$ cat src/include/bank_defs.svh
`ifndef BANK_DEFS_SVH
`define BANK_DEFS_SVH

`default_nettype none

// data word width
`define D_W        32
// word address width of the whole storage, both banks
`define A_W        10
// row width inside one bank
`define ROW_W      (`A_W - 1)
// words per FIFO, split evenly over the two banks
`define F_D        256
`define FIFO_N     3
// returned when no bank delivers a word
`define EMPTY_WORD {`D_W{1'b1}}

`default_nettype wire

`endif

$ cat src/hdl/bank_pkg.sv
`include "bank_defs.svh"
`default_nettype none

package bank_pkg;

    // data word on the bus and in the banks
    typedef logic [`D_W-1:0] word_t;

    // random-access word address, bit 0 picks the bank
    typedef logic [`A_W-1:0] word_addr_t;

    typedef logic [`ROW_W-1:0] bank_row_t;

    // slot in the FIFO window, slot 3 is control
    typedef logic [1:0] fifo_sel_t;

    // occupancy 0 to F_D needs one bit more than the pointers
    typedef logic [$clog2(`F_D):0] fifo_count_t;

    // front-end request sequence
    typedef enum logic [1:0] {
        st_idle,
        st_issue,
        st_ack
    } wb_state_t;

endpackage

`default_nettype wire

$ cat src/hdl/wb_bank_port.sv
`timescale 1ns/100ps
`include "bank_defs.svh"
`default_nettype none

module wb_bank_port
    import bank_pkg::*;
(
    input  wire logic        clk,
    input  wire logic        rst,
    input  wire logic        wb_cyc,
    input  wire logic        wb_stb,
    input  wire logic        wb_we,
    input  wire logic [11:0] wb_adr,
    input  wire word_t       wb_dat_w,
    input  wire word_t       dout,
    input  wire logic [`FIFO_N-1:0] fifo_empty,
    input  wire logic [`FIFO_N-1:0] fifo_full,
    output word_t            wb_dat_r,
    output logic             wb_ack,
    output logic             en,
    output logic             pattern,
    output fifo_sel_t        fifo_sel,
    output word_addr_t       addr,
    output logic             we,
    output word_t            din,
    output logic             flush
);

    wb_state_t  state;
    logic       req_fifo;
    logic       req_we;
    word_addr_t req_addr;
    word_t      req_dat;
    logic       ctrl_slot;
    word_t      status;

    // request sequence, idle -> issue -> ack -> idle
    always_ff @(posedge clk) begin
        if (rst) begin
            state <= st_idle;
        end else begin
            case (state)
                st_idle: begin
                    // the ack cycle still shows the old stb
                    if (wb_cyc && wb_stb && !wb_ack) begin
                        state <= st_issue;
                    end
                end
                st_issue: state <= st_ack;
                st_ack:   state <= st_idle;
                default:  state <= st_idle;
            endcase
        end
    end

    // hold the request for the bank command
    always_ff @(posedge clk) begin
        if (state == st_idle) begin
            req_fifo <= wb_adr[11];
            req_we   <= wb_we;
            req_addr <= wb_adr[`A_W-1:0];
            req_dat  <= wb_dat_w;
        end
    end

    assign ctrl_slot = req_fifo && (req_addr[1:0] == 2'd3);

    // one-cycle bank command
    assign en       = (state == st_issue);
    assign pattern  = req_fifo;
    assign fifo_sel = req_addr[1:0];
    assign addr     = req_addr;
    assign we       = req_we;
    assign din      = req_dat;
    assign flush    = en && ctrl_slot && req_we;

    // empty flags in 2:0, full flags in 6:4
    always_comb begin
        status = '0;
        status[`FIFO_N-1:0] = fifo_empty;
        status[4 +: `FIFO_N] = fifo_full;
    end

    always_ff @(posedge clk) begin
        if (rst) begin
            wb_ack <= 1'b0;
        end else begin
            wb_ack <= (state == st_ack);
        end
    end

    // bank data is valid during st_ack
    always_ff @(posedge clk) begin
        if (state == st_ack) begin
            wb_dat_r <= (ctrl_slot && !req_we) ? status : dout;
        end
    end

endmodule

`default_nettype wire

$ cat config.mk
export PLATFORM = sky130hd
export DESIGN_NAME = wb_bank_port
export DESIGN_NICKNAME = d
export VERILOG_FILES = /design/src/hdl/bank_pkg.sv /design/src/hdl/wb_bank_port.sv
export VERILOG_INCLUDE_DIRS = /design/src /design/src/include
export SDC_FILE = /design/constraint.sdc
export NUM_CORES = 1
export LEC_CHECK = 0
export BUFFER_PORTS_ARGS = -buffer_cell sky130_fd_sc_hd__buf_2
export CAP_MARGIN = 10
export CORE_ASPECT_RATIO = 1.4
export CORE_MARGIN = 2
export CORE_UTILIZATION = 42
export DETAILED_ROUTE_END_ITERATION = 6
export PLACE_DENSITY = 0.84
export SYNTH_ARGS = -nofsm -noshare
export SYNTH_HDL_FRONTEND = slang
export SYNTH_SLANG_ARGS = --single-unit
$ cat constraint.sdc
create_clock -name clk -period 3.7 [get_ports clk]
set_input_delay 0.185 -clock clk [delete_from_list [all_inputs] [get_ports clk]]
set_output_delay 0.185 -clock clk [all_outputs]
set_load 0.005 [all_outputs]
### Word level (Yosys, flattened, before mapping)

Cells that the tools add are included.

| storage, ports and cells | value |
|---|---|
| word-level logic and storage cells | 24 |
| output and inout bits | 81 |
| flip-flop bits (word level) | 79 |
| input bits | 87 |

| cells by class | value |
|---|---|
| multiplexer cells | 3 |
| reduce and logical (&&, ||, !) cells | 9 |
| equality and inequality tests | 4 |

Operators with widths:

| cell | number |
|---|---|
| $mux 7 | 1 |
| $logic_and 1x1->1 | 6 |
| $eq 2x2->1 const B | 2 |
| $pmux 2 s2 | 1 |
| $eq 2x1->1 const B | 1 |
| $logic_not 1->1 | 2 |
| $logic_not 2->1 | 1 |
| $mux 2 | 1 |
| $ne 2x2->1 const B | 1 |

### Depth between registers and ports, before layout

Gate-level depths: netlist of run 1.

| depth | value |
|---|---|
| depth after elaboration | 4 |
| depth in mapped cells | 3 |
| mapped depth without buffers | 2 |

### Worst setup path after synthesis of run 1

Ideal clock, no wire load.

| timing path | value |
|---|---|
| kind | reg-to-reg |
| start point | reg state[1] |
| end point | reg req_addr[0] (netlist: addr[0]), enable pin |
| path slack | 1.075 ns |
| required time | 3.255 ns |
| arrival | 2.180 ns |
| library setup time | 0.445 ns |
| buffers on the path | 0 |
| stages on the path, launching flop included | 2 |
| clock period less this slack | 2.625 ns |
| cells stage by stage | dfxtp_1 > nor2_1 |

| on the way | value |
|---|---|
| word-level cells in the longest chain between the ends | 1 |

Ends and longest elaborated chain:

| item | line | source |
|---|---|---|
| start, declared | wb_bank_port.sv:29 | `wb_state_t state;` |
| start signal, assigned | wb_bank_port.sv:40 | `state <= st_idle;` |
| start signal, assigned | wb_bank_port.sv:46 | `state <= st_issue;` |
| start signal, assigned | wb_bank_port.sv:49 | `st_issue: state <= st_ack;` |
| $logic_not 2->1 | wb_bank_port.sv:58 | `if (state == st_idle) begin` |
| end signal, assigned | wb_bank_port.sv:61 | `` req_addr <= wb_adr[`A_W-1:0]; `` |
| end, declared | wb_bank_port.sv:32 | `word_addr_t req_addr;` |

No other way between the ends.
A chain may end at the register's enable or synchronous reset.

### Worst setup path in the final report of run 1

| timing path | value |
|---|---|
| start point | reg state[1] |
| end point | reg req_dat[8] (netlist: din[8]), enable pin |

| on the way | value |
|---|---|
| word-level cells in the longest chain between the ends | 1 |

Ends and longest elaborated chain:

| item | line | source |
|---|---|---|
| $logic_not 2->1 | wb_bank_port.sv:58 |  |
| end signal, assigned | wb_bank_port.sv:62 | `req_dat <= wb_dat_w;` |
| end, declared | wb_bank_port.sv:33 | `word_t req_dat;` |

No other way between the ends.

==> results of run 1 <==
through the flow:
| step | worst slack, ns | power [mW] | cell area (um^2) | cells | hold WS, ns |
|---|---|---|---|---|---|
| 3_3_place_gp | 2.111 | 1.199 | 3612 | 363 | 0.3610 |
| 2_1_floorplan | 1.075 | 1.115 | 2708 | 129 | 0.2574 |
| 5_1_grt | 1.937 | 1.846 | 3889 | 387 | 0.001166 |
| 3_5_place_dp | 2.065 | 1.206 | 3612 | 363 | 0.3632 |
| 4_1_cts | 2.034 | 1.789 | 3819 | 380 | 0.000002637 |
| 6_report | 2.066 | 1.767 | 3889 | 387 | 0.02595 |
routing by layer:
layer,vias to the layer above,share of wire
met5,-,0
met4,0,0.014
met3,7,0.12
met2,112,0.52
met1,805,0.34
li1,837,-
final cells by class:
cell class / instances / area (um^2)
timing repair buffer: 177 / 938.4
clock inverter: 4 / 48.80
multi-input combinational: 43 / 334.1
tap: 72 / 90.09
sequential: 79 / 2342
clock buffer: 10 / 127.6
inverter: 2 / 7.507
fill: 463 / 2322
sequential cells by signal, summed over array words and instances (netlist names):
signal	flops
wb_ack	1
state	2
we	1
din	32
addr	10
pattern	1
wb_dat_r	32
power by group through the flow:
| stage | combinational, mW | sequential (mW) | clock [mW] |
|---|---|---|---|
| floorplan | 0.0392 | 1.08 | 0 |
| global placement | 0.132 | 1.07 | 0 |
| detailed placement | 0.137 | 1.07 | 0 |
| CTS | 0.140 | 1.05 | 0.600 |
| global route | 0.159 | 1.05 | 0.635 |
| finish | 0.143 | 1.05 | 0.576 |
synth_stat cells (all sizes together):
library cell	n	area [um^2]
nand2	1	3.750
edfxtp	76	2282
clkbuf	2	7.510
mux2	6	82.58
nor4	1	6.260
or2	1	6.260
and2	26	170.2
nor2	5	18.77
nand4	1	6.260
nand4b	1	23.77
dfxtp	3	60.06
nand2b	1	6.260
buf	3	26.27
inv	2	7.510
cells by family (layout without fill, tap and decap cells):
kind of cell           after synthesis  after routing  share of synthesized area
buffers and inverters                7            193                    0.01525
flip-flops                          79             79                     0.8651
multiplexers                         6              6                    0.03050
AND/OR/NAND/NOR                     37             37                    0.08919
path summary, 6_finish.rpt:
kind	start	slack [ns]	depth (start not counted)	to
worst max-delay path	state[1]$_SDFFE_PP0P_	2.07	1	din[8]$_DFFE_PN_
worst min register to register	wb_ack$_SDFF_PP0_	0.43	1	state[0]$_SDFFE_PP0P_
worst min-delay path	wb_adr[6]	0.03	1	addr[6]$_DFFE_PN_
worst max register to register	state[1]$_SDFFE_PP0P_	2.07	1	din[8]$_DFFE_PN_
repair_timing:
action                                  in CTS  in global routing
resized for setup                            0                  0
hold endpoints to repair                     3                  7
hold buffers                                 3                  7
endpoints found under the setup margin       0                  0
==> run metrics, run 1 <==
WL/cell=14.27 um; Max-Cap Viols=0; startpoint types=flop; Int Power=1.422 mW; unique cell type count in the Yosys netlist=17; gr busiest metal=met2; CP Class=flop to flop; first-pass GRT wire length=7.976 mm; Worst setup EP type=flop; TritonCTS Buffers=9; Die Span X=71.86 um; final hold vios=0; relative slew slack=0.2494; CP delay by family, top=simple AND/OR/NAND/NOR gates; status=finished, final reports clean; Power Density=454.4 nW/um^2; grt met1 use=0.1586; TNS Setup=0 ns; final core occ=0.6261; mapped cell area=2708 um^2; slowest cell on the critical path=nor2_4; vias=1761; CTS clk-pin slew, worst paths=0.08 ns; HP Class=primary input to flop; drt pass-1 iters=4; Gate power share=0.081; Detail Route Antenna Nets=0; Net Sw Power=345.5 uW; latest clock arrival within the worst-skew pair=0.33 ns; initial antenna violation count=0; Crit path required time=3.64 ns; DR iter-0 viols=50; crit-path cells=nor2_4; post-DP HPWL=4.109 mm; die height=99 um; critical-path maximum fanout=44; Slew Limit Fails=0; Ys Warns=0; via/cell ratio=4.550; Worst path max stage delay=0.87 ns; root buffer cell=clkbuf_8; final worst path period share=0.4416; die area=7114 um^2; sequential area share after synthesis=0.8651; total grt overflow=0; H-tree Lvls=3; minimum clock period=1.634 ns; part of the power in registers=0.593; I/O pin count=168; switching share of power=0.1955; CP arrival=1.57 ns; Initial Utilization=0.4359; n_diodes=0; WL final=5.523 mm; total track usage=0.1514; setup bufs post-CTS=0; Core Box Area=6211 um^2; f_max=612.0 MHz; Placer Congestion=0.7129; worst slew pin tran=1.123 ns; CTS Sinks=79; largest net degree at the start of global routing=45; endpoints failing setup=0; Area Overhead vs Synth=43.62%; Critical path buffers and inverters=0; vias in the first global route=1697; number of port buffers=166; Final Net Count=399; clk_skew=0.01049 ns; cell row count=34; residual DRC count=0; commonest cells after routing, fill and taps aside=166 x buf_2, 76 x edfxtp_1, 20 x and2_1; RSZ-0062 raised after global routing=no; CTS max path bufs=2; FF+latch count, synth=79; CTS tree=yes; global routing usage on met3=0.08589; syn nets=216; most common cell after layout, fill and taps aside=buf_2; LEAKAGE=1.723 nW; layout cell share with drive strength beyond 1=0.6222; GR met2 Demand/Resource=0.2550; Post-Syn Instances=129; clock share of power=0.326; peak supply drop=0.2736 mV; Mean Syn Cell Area=20.99 um^2
(Power assumes the default switching activity.)
==> inputs of run 2 (changes only) <==
--- a/config.mk
+++ b/config.mk
@@ -10,9 +10,9 @@
 export CAP_MARGIN = 10
 export CORE_ASPECT_RATIO = 1.4
 export CORE_MARGIN = 2
-export CORE_UTILIZATION = 42
+export CORE_UTILIZATION = 38
 export DETAILED_ROUTE_END_ITERATION = 6
-export PLACE_DENSITY = 0.84
+export PLACE_DENSITY = 0.8
 export SYNTH_ARGS = -nofsm -noshare
 export SYNTH_HDL_FRONTEND = slang
 export SYNTH_SLANG_ARGS = --single-unit
==> constraint.sdc (replaced) <==
create_clock -name clk -period 1.5 [get_ports clk]
set_input_delay 0.075 -clock clk [delete_from_list [all_inputs] [get_ports clk]]
set_output_delay 0.075 -clock clk [all_outputs]
set_load 0.005 [all_outputs]
==> run metrics, run 2 (same netlist as run 1, synthesis figures left out) <==
CTS tree=yes; LEAKAGE=2.050 nW (+19%); post_cts resized=0 (unchanged); placed cell count=390 (+7.4%); largest net degree at the start of global routing=36 (-20%); n_diodes=0 (unchanged); Worst path max stage delay=0.42 ns (-0.45 ns); Detail Route Antenna Nets=0 (unchanged); flip-flop and latch area=2342 um^2 (unchanged); number of port buffers=166 (unchanged); cell row count=36 (+5.9%); Core Box Area=6937 um^2 (+12%); CTS max path bufs=2 (unchanged); total grt overflow=0 (unchanged); post-DP HPWL=4.182 mm (+1.8%); Area Overhead vs Synth=72.97%; most common cell after layout, fill and taps aside=buf_2; Filler Cells Inserted=493 (+6.5%); root buffer cell=clkbuf_8; Final Net Count=470 (+18%); TritonCTS Buffers=9 (unchanged); HP Class=primary input to flop; drt pass-1 iters=4 (unchanged); DR iter-0 viols=49 (-2.0%); Initial Utilization=0.3903 (-0.04561); Critical path buffers and inverters=1 (+1); CP delay by family, top=flip-flops; total power=4.903 mW (+180%); Finished Layout Cells=482 (+25%); final hold vios=0 (unchanged); critical-path maximum fanout=12 (-73%); die height=103.9 um (+4.9%); CP arrival=1.53 ns (-0.04 ns); latest clock arrival within the worst-skew pair=0.34 ns (about the same); endpoints failing setup=0 (unchanged); CTS clk-pin slew, worst paths=0.07 ns (about the same); vias=2071 (+18%); minimum clock period=1.436 ns (-0.1974 ns); CTS Sinks=79 (unchanged); TNS Setup=0 ns (unchanged); via/cell ratio=4.297 (-5.6%); status=finished, final reports clean; Max-Cap Viols=0 (unchanged); fin area=4683 um^2 (+20%); CP Class=flop to flop; final worst path period share=0.9576 (+0.5161); Power Density=1047 nW/um^2 (+130%); WL final=7.053 mm (+28%); first-pass GRT wire length=10.13 mm (+27%); I/O pin count=168 (unchanged); commonest cells after routing, fill and taps aside=166 x buf_2, 76 x edfxtp_1, 71 x dlygate4sd3_1; H-tree Lvls=3 (unchanged); clk_skew=0.004568 ns (-0.005918 ns); Worst setup EP type=flop; Die Span X=75.34 um (+4.8%); layout cell share with drive strength beyond 1=0.5323 (-0.08992); RSZ-0062 raised after global routing=no; f_max=696.2 MHz (+14%); total track usage=0.1798 (+0.02837); Placer Congestion=0.6683 (-6.3%); die area=7826 um^2 (+10%); vias in the first global route=2149 (+27%); crit-path cells=nand4b_4 > buf_4 > mux2_4; peak supply drop=0.7813 mV (+190%); residual DRC count=0 (unchanged); relative slew slack=0.8388 (+0.5894); startpoint types=flop; Crit path required time=1.59 ns (-2.05 ns); initial antenna violation count=0 (unchanged); worst slew pin tran=0.2414 ns (-0.8818 ns); WL/cell=14.63 um (+2.5%); multi-input logic area=339.1 um^2 (+1.5%); slowest cell on the critical path=edfxtp_1; Slew Limit Fails=0 (unchanged); Placement Cell Area=3701 um^2 (+2.5%)
[run 2: cell count changes in the layout (fill, tap and decap cells not counted), sizes merged]
cell	delta
bufinv	+2
clkinv	-2
clkbuf	+1
buf	+10
dlygate4sd3	+61
[run 2: where the power goes]
| part | total [mW] | internal (mW) | leakage [nW] | switching, mW |
|---|---|---|---|---|
| Sequential | 2.59 | 2.55 | 0.770 | 0.0405 |
| Combinational | 0.518 | 0.334 | 1.17 | 0.185 |
| Clock | 1.79 | 1.10 | 0.113 | 0.700 |
| Total | 4.90 | 3.98 | 2.05 | 0.925 |
[run 2: cell type report]
type / instances / share of cell area
clock inverter: 4 / 0.02030
sequential: 79 / 0.5001
inverter: 2 / 0.001603
clock buffer: 11 / 0.02805
multi-input combinational: 43 / 0.07240
timing repair buffer: 248 / 0.3521
tap: 95 / 0.02538
[run 2: repair_timing]
item,4_1_cts,5_1_grt
endpoints found under the setup margin,0,14
hold endpoints to repair,71,0
hold buffers,71,0
buffers inserted,0,6
[run 2: per-stage QoR]
step	util	setup slack (ns)	hold slack, ns
floorplan	-	0.07401	0.1474
global placement	0.5336	0.09806	0.2446
detailed placement	0.5336	0.06208	0.2488
CTS	0.6687	0.05711	0.004917
global route	0.6751	0.009715	0.01833
finish	0.6751	0.06353	0.03160
[run 2: metal layers]
metal  wire [um]  vias to the layer above  global-route usage
met5           0                        -                   0
met4         176                        0              0.1065
met3         639                       15             0.05329
met2        3741                      121              0.3124
met1        2494                      952              0.1795
li1            -                      983                   -
[run 2: worst paths after layout]
kind | startpoint | endpoint | slack (ns) | depth (start not counted)
hold / removal | dout[17] | wb_dat_r[17]$_SDFFCE_PP0P_ | 0.03 | 2
setup / recovery | we$_DFFE_PN_ | wb_dat_r[1]$_DFFE_PP_ | 0.06 | 3
hold reg to reg | wb_ack$_SDFF_PP0_ | state[0]$_SDFFE_PP0P_ | 0.44 | 1
setup reg to reg | we$_DFFE_PN_ | wb_dat_r[1]$_DFFE_PP_ | 0.06 | 3
